## src/rtl/cpu_macros.svh

```systemverilog
`ifndef CPU_MACROS_SVH
`define CPU_MACROS_SVH

// exception codes as seen in the cause register
`define EXCCODE_ADEL 5'd4
`define EXCCODE_ADES 5'd5
`define EXCCODE_SYS  5'd8
`define EXCCODE_BP   5'd9
`define EXCCODE_RI   5'd10
`define EXCCODE_OV   5'd12
`define EXCCODE_TR   5'd13

// decoded operation code width
`define OP_WIDTH 6

`endif
```

## src/rtl/cpu_pkg.sv

```systemverilog
`default_nettype none

`include "cpu_macros.svh"

package cpu_pkg;

	typedef enum logic [`OP_WIDTH-1:0] {
		// logic and arithmetic
		OP_LUI, OP_AND, OP_OR, OP_XOR, OP_NOR,
		OP_ADD, OP_ADDU, OP_SUB, OP_SUBU, OP_SLT, OP_SLTU,
		// shifts
		OP_SLL, OP_SRL, OP_SRA, OP_SLLV, OP_SRLV, OP_SRAV,
		// leading bit counts
		OP_CLZ, OP_CLO,
		// control flow
		OP_JAL, OP_JALR, OP_J,
		OP_BEQ, OP_BNE, OP_BLEZ, OP_BGTZ, OP_BLTZ, OP_BGEZ,
		// memory
		OP_LW, OP_LH, OP_LHU, OP_LB, OP_LBU,
		OP_SW, OP_SH, OP_SB,
		// traps and system
		OP_TEQ, OP_TNE, OP_TLT, OP_TGE, OP_BREAK, OP_SYSCALL,
		OP_INVALID
	} oper_t;

	typedef struct packed {
		logic [5:0] opcode;
		logic [4:0] rs;
		logic [4:0] rt;
		logic [4:0] rd;
		logic [4:0] shamt;
		logic [5:0] funct;
	} instr_r_t;

	typedef struct packed {
		logic [5:0]  opcode;
		logic [4:0]  rs;
		logic [4:0]  rt;
		logic [15:0] imm16;
	} instr_i_t;

	typedef struct packed {
		logic [5:0]  opcode;
		logic [25:0] index26;
	} instr_j_t;

	// three field layouts over one instruction word
	typedef union packed {
		instr_r_t r;
		instr_i_t i;
		instr_j_t j;
	} instr_t;

	typedef struct packed {
		logic [31:0] result;
		logic        we;
		logic        ov;
		logic        trap;
	} alu_out_t;

	typedef struct packed {
		logic        mem_read;
		logic        mem_write;
		logic [31:0] vaddr;
		logic [31:0] wdata;
		logic [3:0]  be;
		logic        unaligned;
		logic        br_valid;
		logic        br_taken;
		logic [31:0] br_target;
	} addr_out_t;

endpackage

`default_nettype wire

```

## src/rtl/exec_if.sv

```systemverilog
`timescale 1ns/1ps
`default_nettype none

interface exec_operands_if;
	import cpu_pkg::*;

	logic        valid;
	oper_t       op;
	logic [31:0] reg1;
	logic [31:0] reg2;
	instr_t      instr;
	logic [31:0] pc;
	logic        fetch_err;

	modport src (output valid, op, reg1, reg2, instr, pc, fetch_err);

	// both execution units see operands only
	modport alu (input op, reg1, reg2, instr, pc);
	modport agu (input op, reg1, reg2, instr, pc);

	modport commit (input valid, op, pc, fetch_err);

endinterface

`default_nettype wire

```

## src/rtl/exec_stage.sv

```systemverilog
`timescale 1ns/1ps
`default_nettype none

module exec_stage (
	input  wire                  clk,
	input  wire                  rst,
	input  wire                  flush,
	input  wire                  valid,
	input  wire cpu_pkg::oper_t  op,
	input  wire [31:0]           reg1,
	input  wire [31:0]           reg2,
	input  wire cpu_pkg::instr_t instr,
	input  wire [31:0]           pc,
	input  wire                  fetch_err,
	output logic                 res_valid,
	output logic                 res_we,
	output logic [31:0]          res_data,
	output logic                 mem_read,
	output logic                 mem_write,
	output logic [31:0]          mem_addr,
	output logic [31:0]          mem_wdata,
	output logic [3:0]           mem_be,
	output logic                 br_valid,
	output logic                 br_taken,
	output logic [31:0]          br_target,
	output logic                 ex_valid,
	output logic [4:0]           ex_code,
	output logic [31:0]          ex_badvaddr
);
	import cpu_pkg::*;

	alu_out_t  alu_res;
	addr_out_t addr_res;

	exec_operands_if ops_if ();

	// issued instruction onto the shared bundle
	assign ops_if.valid     = valid;
	assign ops_if.op        = op;
	assign ops_if.reg1      = reg1;
	assign ops_if.reg2      = reg2;
	assign ops_if.instr     = instr;
	assign ops_if.pc        = pc;
	assign ops_if.fetch_err = fetch_err;

	alu_core u_alu (
		.ops     (ops_if),
		.alu_res (alu_res)
	);

	addr_unit u_agu (
		.ops      (ops_if),
		.addr_res (addr_res)
	);

	exec_commit u_commit (
		.clk         (clk),
		.rst         (rst),
		.flush       (flush),
		.ops         (ops_if),
		.alu_res     (alu_res),
		.addr_res    (addr_res),
		.res_valid   (res_valid),
		.res_we      (res_we),
		.res_data    (res_data),
		.mem_read    (mem_read),
		.mem_write   (mem_write),
		.mem_addr    (mem_addr),
		.mem_wdata   (mem_wdata),
		.mem_be      (mem_be),
		.br_valid    (br_valid),
		.br_taken    (br_taken),
		.br_target   (br_target),
		.ex_valid    (ex_valid),
		.ex_code     (ex_code),
		.ex_badvaddr (ex_badvaddr)
	);

endmodule

`default_nettype wire

```

## src/rtl/exec_commit.sv

```systemverilog
`timescale 1ns/1ps
`default_nettype none

`include "cpu_macros.svh"

module exec_commit (
	input  wire                    clk,
	input  wire                    rst,
	input  wire                    flush,
	exec_operands_if.commit        ops,
	input  wire cpu_pkg::alu_out_t  alu_res,
	input  wire cpu_pkg::addr_out_t addr_res,
	output logic                   res_valid,
	output logic                   res_we,
	output logic [31:0]            res_data,
	output logic                   mem_read,
	output logic                   mem_write,
	output logic [31:0]            mem_addr,
	output logic [31:0]            mem_wdata,
	output logic [3:0]             mem_be,
	output logic                   br_valid,
	output logic                   br_taken,
	output logic [31:0]            br_target,
	output logic                   ex_valid,
	output logic [4:0]             ex_code,
	output logic [31:0]            ex_badvaddr
);
	import cpu_pkg::*;

	logic        ex_any;
	logic        keep;
	logic [4:0]  code_d;
	logic [31:0] badvaddr_d;

	// fetch error first, unaligned data last
	always_comb begin
		ex_any     = 1'b1;
		code_d     = '0;
		badvaddr_d = '0;
		if (ops.fetch_err) begin
			code_d     = `EXCCODE_ADEL;
			badvaddr_d = ops.pc;
		end else if (ops.op == OP_INVALID) begin
			code_d = `EXCCODE_RI;
		end else if (alu_res.trap) begin
			code_d = `EXCCODE_TR;
		end else if (ops.op == OP_BREAK) begin
			code_d = `EXCCODE_BP;
		end else if (ops.op == OP_SYSCALL) begin
			code_d = `EXCCODE_SYS;
		end else if (alu_res.ov) begin
			code_d = `EXCCODE_OV;
		end else if (addr_res.unaligned) begin
			code_d     = addr_res.mem_write ? `EXCCODE_ADES : `EXCCODE_ADEL;
			badvaddr_d = addr_res.vaddr;
		end else begin
			ex_any = 1'b0;
		end
	end

	// side effects only for clean instructions
	assign keep = ops.valid && !ex_any;

	always_ff @(posedge clk) begin
		if (rst || flush) begin
			res_valid <= 1'b0;
			res_we    <= 1'b0;
			mem_read  <= 1'b0;
			mem_write <= 1'b0;
			mem_be    <= 4'b0000;
			br_valid  <= 1'b0;
			br_taken  <= 1'b0;
			ex_valid  <= 1'b0;
		end else begin
			res_valid <= ops.valid;
			res_we    <= keep && alu_res.we;
			mem_read  <= keep && addr_res.mem_read;
			mem_write <= keep && addr_res.mem_write;
			mem_be    <= keep ? addr_res.be : 4'b0000;
			// branch still reported beside an exception
			br_valid  <= ops.valid && addr_res.br_valid;
			br_taken  <= ops.valid && addr_res.br_taken;
			ex_valid  <= ops.valid && ex_any;
		end
	end

	always_ff @(posedge clk) begin
		res_data    <= alu_res.result;
		mem_addr    <= addr_res.vaddr;
		mem_wdata   <= addr_res.wdata;
		br_target   <= addr_res.br_target;
		ex_code     <= code_d;
		ex_badvaddr <= badvaddr_d;
	end

endmodule

`default_nettype wire

```

## src/rtl/addr_unit.sv

```systemverilog
`timescale 1ns/1ps
`default_nettype none

module addr_unit (
	exec_operands_if.agu        ops,
	output cpu_pkg::addr_out_t  addr_res
);
	import cpu_pkg::*;

	logic [31:0] ext_imm;
	logic [31:0] sum_addr;
	logic [31:0] pc_plus4;
	logic [31:0] target_b;
	logic [31:0] target_j;
	logic [1:0]  lane;
	logic        is_load;
	logic        is_store;
	logic        reg_equal;
	logic        reg1_zero;
	logic [31:0] wdata;
	logic [3:0]  be;
	logic        misaligned;
	logic        br_valid;
	logic        br_taken;
	logic [31:0] br_target;

	assign ext_imm  = {{16{ops.instr.i.imm16[15]}}, ops.instr.i.imm16};
	assign sum_addr = ops.reg1 + ext_imm;
	assign lane     = sum_addr[1:0];

	assign is_load  = ops.op inside {OP_LW, OP_LH, OP_LHU, OP_LB, OP_LBU};
	assign is_store = ops.op inside {OP_SW, OP_SH, OP_SB};

	always_comb begin
		be         = 4'b0000;
		wdata      = '0;
		misaligned = 1'b0;
		unique case (ops.op)
			OP_LW, OP_SW: begin
				be         = 4'b1111;
				wdata      = ops.reg2;
				misaligned = |lane;
			end
			OP_LH, OP_LHU, OP_SH: begin
				be         = lane[1] ? 4'b1100 : 4'b0011;
				wdata      = lane[1] ? {ops.reg2[15:0], 16'b0} : {16'b0, ops.reg2[15:0]};
				misaligned = lane[0];
			end
			OP_LB, OP_LBU, OP_SB: begin
				be    = 4'b0001 << lane;
				wdata = {24'b0, ops.reg2[7:0]} << {lane, 3'b000};
			end
			default: ;
		endcase
		// loads carry no store data
		if (!is_store)
			wdata = '0;
	end

	assign pc_plus4  = ops.pc + 32'd4;
	assign target_b  = pc_plus4 + {{14{ops.instr.i.imm16[15]}}, ops.instr.i.imm16, 2'b00};
	assign target_j  = {pc_plus4[31:28], ops.instr.j.index26, 2'b00};
	assign reg_equal = ops.reg1 == ops.reg2;
	assign reg1_zero = ops.reg1 == '0;

	always_comb begin
		br_valid  = 1'b1;
		br_taken  = 1'b1;
		br_target = target_b;
		unique case (ops.op)
			OP_BEQ:         br_taken = reg_equal;
			OP_BNE:         br_taken = !reg_equal;
			OP_BLEZ:        br_taken = reg1_zero || ops.reg1[31];
			OP_BGTZ:        br_taken = !reg1_zero && !ops.reg1[31];
			OP_BLTZ:        br_taken = ops.reg1[31];
			OP_BGEZ:        br_taken = !ops.reg1[31];
			OP_J, OP_JAL:   br_target = target_j;
			OP_JALR:        br_target = ops.reg1;
			default: begin
				br_valid  = 1'b0;
				br_taken  = 1'b0;
				br_target = '0;
			end
		endcase
	end

	assign addr_res = '{
		mem_read:  is_load,
		mem_write: is_store,
		vaddr:     (is_load || is_store) ? sum_addr : '0,
		wdata:     wdata,
		be:        be,
		unaligned: misaligned,
		br_valid:  br_valid,
		br_taken:  br_taken,
		br_target: br_target
	};

endmodule

`default_nettype wire

```

## src/rtl/alu_core.sv

```systemverilog
`timescale 1ns/1ps
`default_nettype none

module alu_core (
	exec_operands_if.alu       ops,
	output cpu_pkg::alu_out_t  alu_res
);
	import cpu_pkg::*;

	logic [31:0] sum;
	logic [31:0] diff;
	logic [31:0] pc_plus8;
	logic [31:0] res_val;
	logic        res_we;
	logic        ov_add;
	logic        ov_sub;
	logic        ov_hit;
	logic        signed_lt;
	logic        unsigned_lt;
	logic        reg_equal;
	logic        trap_hit;
	logic [4:0]  shamt;
	logic [4:0]  shamt_v;
	logic [31:0] lead_src;
	logic [5:0]  lead_cnt;
	logic        lead_hit;

	assign sum      = ops.reg1 + ops.reg2;
	assign diff     = ops.reg1 - ops.reg2;
	assign pc_plus8 = ops.pc + 32'd8;
	assign shamt    = ops.instr.r.shamt;
	assign shamt_v  = ops.reg1[4:0];

	assign ov_add = (ops.reg1[31] == ops.reg2[31]) && (ops.reg1[31] != sum[31]);
	assign ov_sub = (ops.reg1[31] != ops.reg2[31]) && (ops.reg1[31] != diff[31]);
	assign ov_hit = (ops.op == OP_ADD && ov_add) || (ops.op == OP_SUB && ov_sub);

	// shared comparator for slt and traps
	assign signed_lt   = (ops.reg1[31] != ops.reg2[31]) ? ops.reg1[31] : diff[31];
	assign unsigned_lt = ops.reg1 < ops.reg2;
	assign reg_equal   = ops.reg1 == ops.reg2;

	// clo is clz of the inverted operand
	assign lead_src = (ops.op == OP_CLO) ? ~ops.reg1 : ops.reg1;

	always_comb begin
		lead_cnt = 6'd32;
		lead_hit = 1'b0;
		for (int i = 31; i >= 0; i--) begin
			if (!lead_hit && lead_src[i]) begin
				lead_cnt = 6'(31 - i);
				lead_hit = 1'b1;
			end
		end
	end

	always_comb begin
		res_val = '0;
		res_we  = 1'b1;
		unique case (ops.op)
			OP_LUI:           res_val = {ops.instr.i.imm16, 16'b0};
			OP_AND:           res_val = ops.reg1 & ops.reg2;
			OP_OR:            res_val = ops.reg1 | ops.reg2;
			OP_XOR:           res_val = ops.reg1 ^ ops.reg2;
			OP_NOR:           res_val = ~(ops.reg1 | ops.reg2);
			OP_ADD, OP_ADDU:  res_val = sum;
			OP_SUB, OP_SUBU:  res_val = diff;
			OP_SLT:           res_val = {31'b0, signed_lt};
			OP_SLTU:          res_val = {31'b0, unsigned_lt};
			OP_SLL:           res_val = ops.reg2 << shamt;
			OP_SRL:           res_val = ops.reg2 >> shamt;
			OP_SRA:           res_val = $signed(ops.reg2) >>> shamt;
			OP_SLLV:          res_val = ops.reg2 << shamt_v;
			OP_SRLV:          res_val = ops.reg2 >> shamt_v;
			OP_SRAV:          res_val = $signed(ops.reg2) >>> shamt_v;
			OP_CLZ, OP_CLO:   res_val = {26'b0, lead_cnt};
			// link address skips the delay slot
			OP_JAL, OP_JALR:  res_val = pc_plus8;
			default:          res_we = 1'b0;
		endcase
	end

	always_comb begin
		unique case (ops.op)
			OP_TEQ:  trap_hit = reg_equal;
			OP_TNE:  trap_hit = !reg_equal;
			OP_TLT:  trap_hit = signed_lt;
			OP_TGE:  trap_hit = !signed_lt;
			default: trap_hit = 1'b0;
		endcase
	end

	assign alu_res = '{result: res_val, we: res_we, ov: ov_hit, trap: trap_hit};

endmodule

`default_nettype wire

```

## config.mk

```make
export PLATFORM = sky130hd
export DESIGN_NAME = exec_stage
export DESIGN_NICKNAME = d
export VERILOG_FILES = /design/src/rtl/cpu_pkg.sv /design/src/rtl/exec_if.sv /design/src/rtl/exec_stage.sv /design/src/rtl/exec_commit.sv /design/src/rtl/addr_unit.sv /design/src/rtl/alu_core.sv
export VERILOG_INCLUDE_DIRS = /design/src /design/src/rtl
export SDC_FILE = /design/constraint.sdc
export NUM_CORES = 1
export LEC_CHECK = 0
export BUFFER_PORTS_ARGS = -buffer_cell sky130_fd_sc_hd__buf_2
export CORE_MARGIN = 2
export CORE_UTILIZATION = 40
export CTS_BUF_LIST = sky130_fd_sc_hd__clkbuf_4
export DETAILED_ROUTE_END_ITERATION = 16
export REMOVE_ABC_BUFFERS = 1
export SLEW_MARGIN = 10
export SYNTH_ARGS = -nofsm -noshare
export SYNTH_HDL_FRONTEND = slang
export SYNTH_SLANG_ARGS = --single-unit
```

## constraint.sdc

```tcl
create_clock -name clk -period 12.09 [get_ports clk]
set_input_delay 1.209 -clock clk [delete_from_list [all_inputs] [get_ports clk]]
set_output_delay 1.209 -clock clk [all_outputs]
set_load 0.01 [all_outputs]
```

[Word-level counts from Yosys, hierarchy flattened]
Index checks and enable logic that the tools add are counted.
Storage, ports and cells
  bits in registers: 176
  output and inout port bits: 176
  logic and storage cells: 286
Operators by class
  $add $sub $neg: 6
  magnitude comparators: 1
  equal/unequal tests: 47
  shift-type cells: 8
  muxes and demuxes: 98
  bitwise gates (word level): 7
  reduce and logical (&&, ||, !) cells: 103
Operators with widths (count)
  one-hot mux 32 bit (17 select lines): 1
  2-to-1 mux 32 bit: 10
  2-to-1 mux 6 bit: 32
  one-hot mux 32 bit (3 select lines): 2
  adder 32 bit: 3
  equality test 6 x 5 -> 1 bit, second input constant: 16
  equality test 6 bit, second input constant: 11
  NOT 32 bit: 2
  left shift 32 x 5 -> 32 bit: 2
  >> shifter 32 x 5 -> 32 bit: 2
  >>> shifter 32 x 5 -> 32 bit: 2
  equality test 6 x 4 -> 1 bit, second input constant: 8
  logical AND 1 bit: 43
  2-to-1 mux 1 bit: 42
  logical NOT 1 bit: 36
  adder 32 x 3 -> 32 bit, second input constant: 1
  adder 32 x 4 -> 32 bit, second input constant: 1
  AND 32 bit: 1
  equality test 32 bit: 1
  logical NOT 32 bit: 1
  less-than comparator 32 bit: 1
  bitwise OR 32 bit: 1
  left shift 8 x 5 -> 32 bit: 1
  subtractor 32 bit: 1
  other kinds (23): 49

[Longest topological paths before layout]
Gate-level depths: netlist of the first run.
  depth in word-level cells: 97
  depth in mapped cells: 23
  mapped depth without buffers: 20

[Modules after synthesis]
From an unflattened synthesis of the first run, not the netlist that was laid out.
Second synthesis, totals
  cell total of the unflattened synthesis: 3020
  area total of the unflattened synthesis: 23193.5 µm²
Modules (own cells, without submodules)
  alu_core: times used 1, cells each 1929, area each 13360.3 µm²
  addr_unit: times used 1, cells each 839, area each 5694.2 µm²
  exec_commit: times used 1, cells each 252, area each 4139.0 µm²

[Worst setup path after synthesis of the first run]
Ideal clock, no wire load.
  path kind: input to register
  from: input reg2[8]
  to: register u_commit.res_we
  library setup time: 0.086 ns
  arrival: 5.476 ns
  slack: 6.529 ns
  stages: 18
  path buffers: 3
  cell sequence: clkbuf_1 > inv_1 > ha_1 > clkbuf_1 > or4_1 > o22a_1 > o211a_1 > o21bai_1 > a21oi_1 > nor3_1 > nor2_1 > o31ai_1 > fa_1 > xnor2_1 > o311ai_0 > or4_1 > clkbuf_1 > a211oi_1
On the way
  longest elaborated chain between the ends: 14
Ends and longest elaborated chain
  start: declaration: RTL line exec_stage.sv:11  | input wire [31:0] reg2,
  adder 32 bit or subtractor 32 bit (tied branches): RTL line alu_core.sv:28, alu_core.sv:29
  inequality test 1 bit, on equally long branches: RTL line alu_core.sv:34, alu_core.sv:35
  logical AND 1 bit, on equally long branches: RTL line alu_core.sv:34, alu_core.sv:35
  logical AND 1 bit: RTL line alu_core.sv:36  | assign ov_hit = (ops.op == OP_ADD && ov_add) || (ops.op == OP_SUB && ov_sub);
  logical OR 1 bit: RTL line alu_core.sv:36
  2-to-1 mux 1 bit: RTL line exec_commit.sv:51  | end else if (alu_res.ov) begin
  2-to-1 mux 1 bit: RTL line exec_commit.sv:49  | end else if (ops.op == OP_SYSCALL) begin
  2-to-1 mux 1 bit: RTL line exec_commit.sv:47  | end else if (ops.op == OP_BREAK) begin
  2-to-1 mux 1 bit *: RTL line exec_commit.sv:45  | end else if (alu_res.trap) begin
  2-to-1 mux 1 bit *: RTL line exec_commit.sv:43  | end else if (ops.op == OP_INVALID) begin
  2-to-1 mux 1 bit *: RTL line exec_commit.sv:40  | if (ops.fetch_err) begin
  logical NOT 1 bit *: RTL line exec_commit.sv:62  | assign keep = ops.valid && !ex_any;
  logical AND 1 bit *: RTL line exec_commit.sv:62
  logical AND 1 bit *: RTL line exec_commit.sv:76  | res_we <= keep && alu_res.we;
  end signal: assignment: RTL line exec_commit.sv:76
  end: declaration: RTL line exec_commit.sv:14  | output logic res_we,
Every way passes the cells marked *; elsewhere a longest branch is shown, timed or not.
A chain may end at the register's enable or synchronous reset.

[Worst setup path after layout of the first run]
  from: input reg1[1]
  to: register u_commit.res_we
On the way
  longest elaborated chain between the ends: 14
Ends and longest elaborated chain
  start: declaration: RTL line exec_stage.sv:10  | input wire [31:0] reg1,
  branches (longest 8 deep; another with adder 32 bit)
  2-to-1 mux 1 bit *: RTL line exec_commit.sv:45
  2-to-1 mux 1 bit *: RTL line exec_commit.sv:43
  2-to-1 mux 1 bit *: RTL line exec_commit.sv:40
  logical NOT 1 bit *: RTL line exec_commit.sv:62
  logical AND 1 bit *: RTL line exec_commit.sv:62
  logical AND 1 bit *: RTL line exec_commit.sv:76
Every way passes the cells marked *.

==> results.tsv, run 1 <==
metric	value	unit
switching portion of total power	0.4681	
clock network fraction of total power	0.201	
max-cap viol count	0	
Final #Nets	3241	
FF+latch count, synth	175	
sequential element share of the synthesized area	0.1682	
number of synthesized flops with an enable pin	0	
initial antenna violation count	7	
CP cell instances	buf_2 -> inv_1 -> ha_1 -> o21bai_1 -> a21o_1 -> a221oi_1 -> o22a_1 -> o211a_1 -> o21bai_1 -> a21oi_1 -> nor3_1 -> nor2_1 -> o31ai_1 -> fa_1 -> inv_1 -> mux2i_1 -> xnor2_1 -> nand3_1 -> o311ai_0 -> or4_1 -> a211oi_1	
top post-synthesis cells by area	dfxtp_1, ha_1, mux2i_1	
wirelength, routed	113400	um
worst hold path type	input port to flop	
Post-CTS Resized	0	
crit path kind	input port to flop	
first-pass GRT wire length	159600	um
maximum vdd ir drop	0.05113	mV
met3 routed WL	12410	um
final count of pins violating max slew	0	
critical path peak fanout	14	
DP HPWL	88470	um
H-tree levels	4	
final worst-path cycle share	0.5382	
Synth async-reset ratio	0	
switching power	0.0009113	W
ys flop type	dfxtp_1	
setup_tns	0	ns
DR top layer	met5	
Worst Path Required	12.76	ns
Clock Tree Buf Depth	2	
Synth Cell Area	20830	um^2
wire length per cell	31.18	um
Slew headroom	0.09673	
fmax	0.1537	GHz
critical path's slowest cell	or4_1	
DR vias	24362	
Layout area overhead	10.99	%
register share of total power	0.318	
DR pass1 iterations	7	
Vias/cell	6.697	
# rows	83	
Clock Sinks	175	
ANT nets after route	0	
Yosys warnings	0	
PwrDens	84.21	nW/um^2
Worst Setup Start Kind	input port	
Buf+Inv Stages, Crit Path	3	
syn avg cell area	7.495	um^2
total gr overflow	0	
Power Internal	0.001036	W
DRC viols	0	
CP Capture Type	flop	
cts hold-fix bufs	0	
Die Footprint	53920	um^2
Die H	232.2	um
number of global-route vias before repair	21873	
core area	51410	um^2
max incr delay on CP	0.93	ns
io pins	315	
slew at the pin closest to its max-slew limit	1.343	ns
placed cells	3600	
Die X	232.2	um
RePlAce Congestion	1.036	
final setup violation count	0	
status	completed	
largest net degree at the start of global routing	47	
Post-Layout Cell Count	3638	
Fin. Hold Viols	0	
Starting Density	0.4052	
Num CTS Buffers	17	
Port Buffers	307	
RSZ-0062 raised after global routing	false	
leakage power total	10.16	nW
share of Yosys cell area claimed by the top area cell type	0.1682	
Netlist cell types	82	
critical path arrival	7.18	ns
1st-iter DRT viols	3129	
gr usage total	0.4088	
wire length on met1	48350	um
Top delay family on crit path	compound AO/OA/AOI/OAI gates	
minimum clock period	6.507	ns
Clock Tree Root	clkbuf_4	
synthesized instance count	2779	
Yosys top cell by area	dfxtp_1	
share of layout cells above drive strength 1	0.1673	
Post-CTS Setup Bufs	0	
met2 WL post-DR	46840	um
CTS tree	built	
Comb pwr share	0.481	
CTS clk-pin slew, worst paths	0.18	ns
-- metal layers --
layer,track usage,up-vias
met4,0.1961,6
met3,0.1104,240
met5,0,-
met1,0.5667,11883
li1,-,10657
met2,0.5798,1576
-- cell type report --
| class | count | area, um^2 |
|---|---|---|
| clock buffer | 17 | 127.6 |
| tap | 680 | 850.8 |
| inverter | 125 | 469.2 |
| clock inverter | 15 | 197.7 |
| sequential | 175 | 3503 |
| antenna | 6 | 15.01 |
| fill | 5345 | 28290 |
| timing repair buffer | 365 | 1972 |
| multi-input combinational | 2255 | 15980 |
-- through the flow --
| stage | hold slack, ns | total power [W] | instance area [um^2] | setup slack [ns] | util |
|---|---|---|---|---|---|
| floorplan | 1.278 | 0.001154 | 19860 | 6.478 | - |
| global placement | 1.434 | 0.001525 | 22780 | 5.132 | 0.4431 |
| detailed placement | 1.442 | 0.001529 | 22780 | 4.981 | 0.4431 |
| CTS | 0.6009 | 0.001916 | 23100 | 5.808 | 0.4494 |
| global route | 0.6322 | 0.002024 | 23110 | 5.470 | 0.4496 |
| finish | 0.6596 | 0.001947 | 23120 | 5.583 | 0.4497 |
-- power groups by stage --
stage	Sequential (W)	Clock (W)	Combinational [W]
2_1_floorplan	0.000649	0	0.000505
3_3_place_gp	0.000631	0	0.000894
3_5_place_dp	0.000631	0	0.000898
4_1_cts	0.000619	0.000395	0.000902
5_1_grt	0.000622	0.000415	0.000987
6_report	0.000619	0.000392	0.000936
-- synth_stat cells (all sizes together) (62+ instances only) --
cell	instances
a21oi	191
clkbuf	166
dfxtp	175
ha	158
inv	125
mux2i	166
nand2	287
nand3	62
nor2	250
nor3	77
o21ai	177
xnor2	68
-- cells in the final DEF (no fill, tap or decap), types with 23 or more instances in the layout --
| master | instances |
|---|---|
| a211oi_1 | 44 |
| a21o_1 | 49 |
| a21oi_1 | 189 |
| a221oi_1 | 35 |
| a222oi_1 | 24 |
| a22oi_1 | 50 |
| a31oi_1 | 39 |
| and2_1 | 23 |
| buf_2 | 307 |
| buf_4 | 58 |
| dfxtp_1 | 175 |
| ha_1 | 158 |
| inv_1 | 125 |
| mux2i_1 | 154 |
| mux4_2 | 40 |
| nand2_1 | 284 |
| nand2b_1 | 24 |
| nand3_1 | 62 |
| nand4_1 | 37 |
| nor2_1 | 248 |
| nor3_1 | 75 |
| o211ai_1 | 28 |
| o21ai_0 | 170 |
| xnor2_1 | 68 |
| xor2_1 | 45 |
-- path summary, 6_finish.rpt --
| check | cells after the start | slack (ns) | from | to |
|---|---|---|---|---|
| hold / removal | 3 | 0.66 | instr[17] | u_commit.br_target[19] |
| setup / recovery | 21 | 5.58 | reg1[1] | u_commit.res_we |
-- cells by family after synthesis --
family | after synthesis | share of synthesized area
XOR/XNOR | 113 | 0.04751
adder cells (fa/ha/maj) | 163 | 0.09971
AND/OR/NAND/NOR | 877 | 0.1958
multiplexers | 218 | 0.1324
buffers and inverters | 349 | 0.06902
other | 1 | 0.0001800
AO/OA/AOI/OAI | 883 | 0.2872
flip-flops | 175 | 0.1682
-- state kept, by name (all words and copies together) (netlist names), 4 cells and up --
register	count
u_commit.br_target	32
u_commit.ex_code	4
u_commit.res_data	32
u_commit.ex_badvaddr	32
u_commit.mem_addr	32
u_commit.mem_be	4
u_commit.mem_wdata	32
Note: power is estimated with default switching activity, not from simulation.
==> run 2: changes to the inputs <==
Settings changed: ABC_AREA from default to 1.
Clock period 12.09 ns to 6.37 ns, I/O delays scaled along.
==> run 2 against run 1 <==
  * Combinational power up 67%
  * Global-route usage up 1.9 points
  * Critical path type unchanged
  * Sequential share of layout area up 0.34 points
  * Die area down 4.6%
  * Largest power group unchanged
  * Highest routed layer unchanged
==> results.tsv, run 2 <==
metric	value	unit	change
Num CTS Buffers	17		unchanged
number of global-route vias before repair	22108		+1.1%
crit path kind	input port to flop		
Worst Setup Start Kind	input port		
Post-CTS Resized	0		unchanged
PwrDens	154.2	nW/um^2	+83%
critical path peak fanout	6		-8
RSZ-0062 raised after global routing	false		
Die H	226.7	um	-2.4%
largest net degree at the start of global routing	45		-4.3%
Netlist cell types	61		-26%
Clock Sinks	175		unchanged
DRC viols	0		unchanged
synthesized instance count	3309		+19%
maximum vdd ir drop	0.1535	mV	+200%
Synth Cell Area	19850	um^2	-4.7%
CTS tree	built		
cts hold-fix bufs	4		+4
worst hold path type	input port to flop		
WHS Endpoint	u_commit.br_target[27]		
Slew headroom	0.1418		+0.04508
Synth async-reset ratio	0		unchanged
wirelength, routed	112000	um	-1.3%
Die Footprint	51410	um^2	-4.6%
CP Capture Type	flop		
wire length per cell	26.34	um	-16%
synth cell count leaders	nand2_1, o21ai_0, inv_1		
Vias/cell	5.930		-11%
CTS clk-pin slew, worst paths	0.15	ns	-0.03 ns
initial antenna violation count	3		-4
Yosys warnings	0		unchanged
FF+latch count, synth	175		unchanged
final setup violation count	0		unchanged
Final #Nets	3873		+20%
fmax	0.2163	GHz	
Clock Tree Root	clkbuf_4		
# rows	81		-2.4%
Util after Layout	0.4620		+0.01225
final count of pins violating max slew	0		unchanged
DP HPWL	91720	um	+3.7%
DR vias	25207		+3.5%
total gr overflow	0		unchanged
max-cap viol count	0		unchanged
slew at the pin closest to its max-slew limit	1.279	ns	-0.06382 ns
Starting Density	0.4054		about the same
minimum clock period	4.624	ns	
DR pass1 iterations	8		+1
most frequent cell after synthesis	nand2_1		
core area	48950	um^2	-4.8%
1st-iter DRT viols	3211		+2.6%
critical path arrival	5.29	ns	-1.89 ns
Worst Path Required	7.04	ns	-5.72 ns
H-tree levels	4		unchanged
hold path depth	3		unchanged
top post-synthesis cells by area	dfxtp_1, nand2_1, o21ai_0		
ANT nets after route	0		unchanged
ys flop type	dfxtp_1		
Min-Delay Startpoint	instr[25]		
syn avg cell area	5.997	um^2	-20%
Port Buffers	307		unchanged
number of synthesized flops with an enable pin	0		unchanged
Post-CTS Setup Bufs	0		unchanged
Fin. Hold Viols	0		unchanged
Die X	226.7	um	-2.4%
gr usage total	0.4277		+0.01891
setup_tns	0	ns	unchanged
commonest non-fill, non-tap cells in the layout	nand2_1, o21ai_0, inv_1		
Yosys top cell by area	dfxtp_1		
io pins	315		unchanged
commonest non-fill, non-tap cell in the layout	nand2_1		
Clock Tree Buf Depth	2		unchanged
RePlAce Congestion	1.130		+9.0%
first-pass GRT wire length	156000	um	-2.3%
final worst-path cycle share	0.7259		
share of layout cells above drive strength 1	0.1292		-0.03816
share of Yosys cell area claimed by the top area cell type	0.1765		+0.008345
Layout area overhead	13.95	%	
sequential element share of the synthesized area	0.1765		+0.008345
status	completed		
leakage power total	10.82	nW	+6.5%
[run 2: cell count changes after synthesis, sizes merged, moves of 48 or more]
cell | before | now
nand2 | 287 | 773
inv | 125 | 391
xnor2 | 68 | 4
o21ai | 177 | 449
mux2i | 166 | 15
a21o | 49 | 1
nor2 | 250 | 340
a21oi | 191 | 250
[run 2: cell families (layout without fill, tap and decap cells)]
family                     Yosys count  in the layout  share of synthesized area
and+or+nand+nor                   1349           1349                     0.2831
AOI/OAI and AO/OA                  984            984                     0.2902
buffers and inverters              546            821                     0.1042
DFF                                175            175                     0.1765
adders and majority gates          163            163                     0.1047
xor gates and xnor gates            76             76                    0.03354
muxes                               15             15                   0.007566
other                                1              4                  0.0001890
[run 2: metrics by stage]
step	instances	hold slack (ns)	cell area [um^2]	power, W	worst slack (ns)
2_1_floorplan	3169	0.7094	19300	0.002047	0.7127
3_3_place_gp	4212	0.8658	22250	0.002687	1.173
3_5_place_dp	4212	0.8681	22250	0.002677	1.165
4_1_cts	4248	0.0003494	22600	0.003443	2.054
5_1_grt	4251	0.05571	22610	0.003656	1.418
6_report	4251	0.08149	22610	0.003488	1.746
[run 2: worst max-delay path, cell delays in order]
cell      delay [ns]
buf_2           0.27
inv_1           0.22
ha_1            0.36
o21bai_1        0.18
a21oi_1         0.12
nor2_1          0.10
nor2_1          0.05
o21bai_1        0.16
nand2_1         0.07
inv_1           0.07
nor2_1          0.04
o21bai_1        0.19
nand2_1         0.08
nand2_1         0.15
nand2_1         0.09
nand2_1         0.22
nand3_1         0.12
nand2_1         0.26
nand4_1         0.13
nand3_1         0.12
fa_1            0.25
o221ai_1        0.14
a21oi_1         0.35
o21ai_0         0.34
nor4_1          0.41
nand2_1         0.13
[run 2: where the power goes]
group,total (W),internal [W],switching (W)
clock,0.000762,0.000253,0.000509
combinational,0.00156,0.000439,0.00112
sequential,0.00117,0.00115,0.0000158
[run 2: cell type report]
cell class | instances | area [um^2]
Fill cell | 5422 | 26340
Sequential cell | 175 | 3503
Clock inverter | 14 | 176.4
Tap cell | 664 | 830.8
Clock buffer | 18 | 135.1
Multi-Input combinational cell | 2588 | 14320
Timing Repair Buffer | 383 | 2117
Inverter | 406 | 1524
Antenna cell | 3 | 7.507
[run 2: worst max-delay path by stage]
stage                        from                endpoint  slack, ns  cells past startpoint
after floorplan             op[5]    u_commit.res_data[6]       0.71                     16
after global placement    reg1[2]      u_commit.mem_be[2]       1.17                     30
after detailed placement  reg1[2]      u_commit.mem_be[2]       1.16                     30
after CTS                 reg1[2]      u_commit.mem_be[2]       2.05                     30
after global routing        pc[2]  u_commit.br_target[31]       1.42                     26
final                     reg2[1]    u_commit.res_data[0]       1.75                     26
[run 2: per-layer routing]
layer  up-vias  track usage  routed length [um]
met5         -            0                  13
met4         2       0.2364                6500
met3       255      0.08954               12030
met2      1494       0.6133               45680
met1     11677       0.5912               47750
li1      11779            -                   -
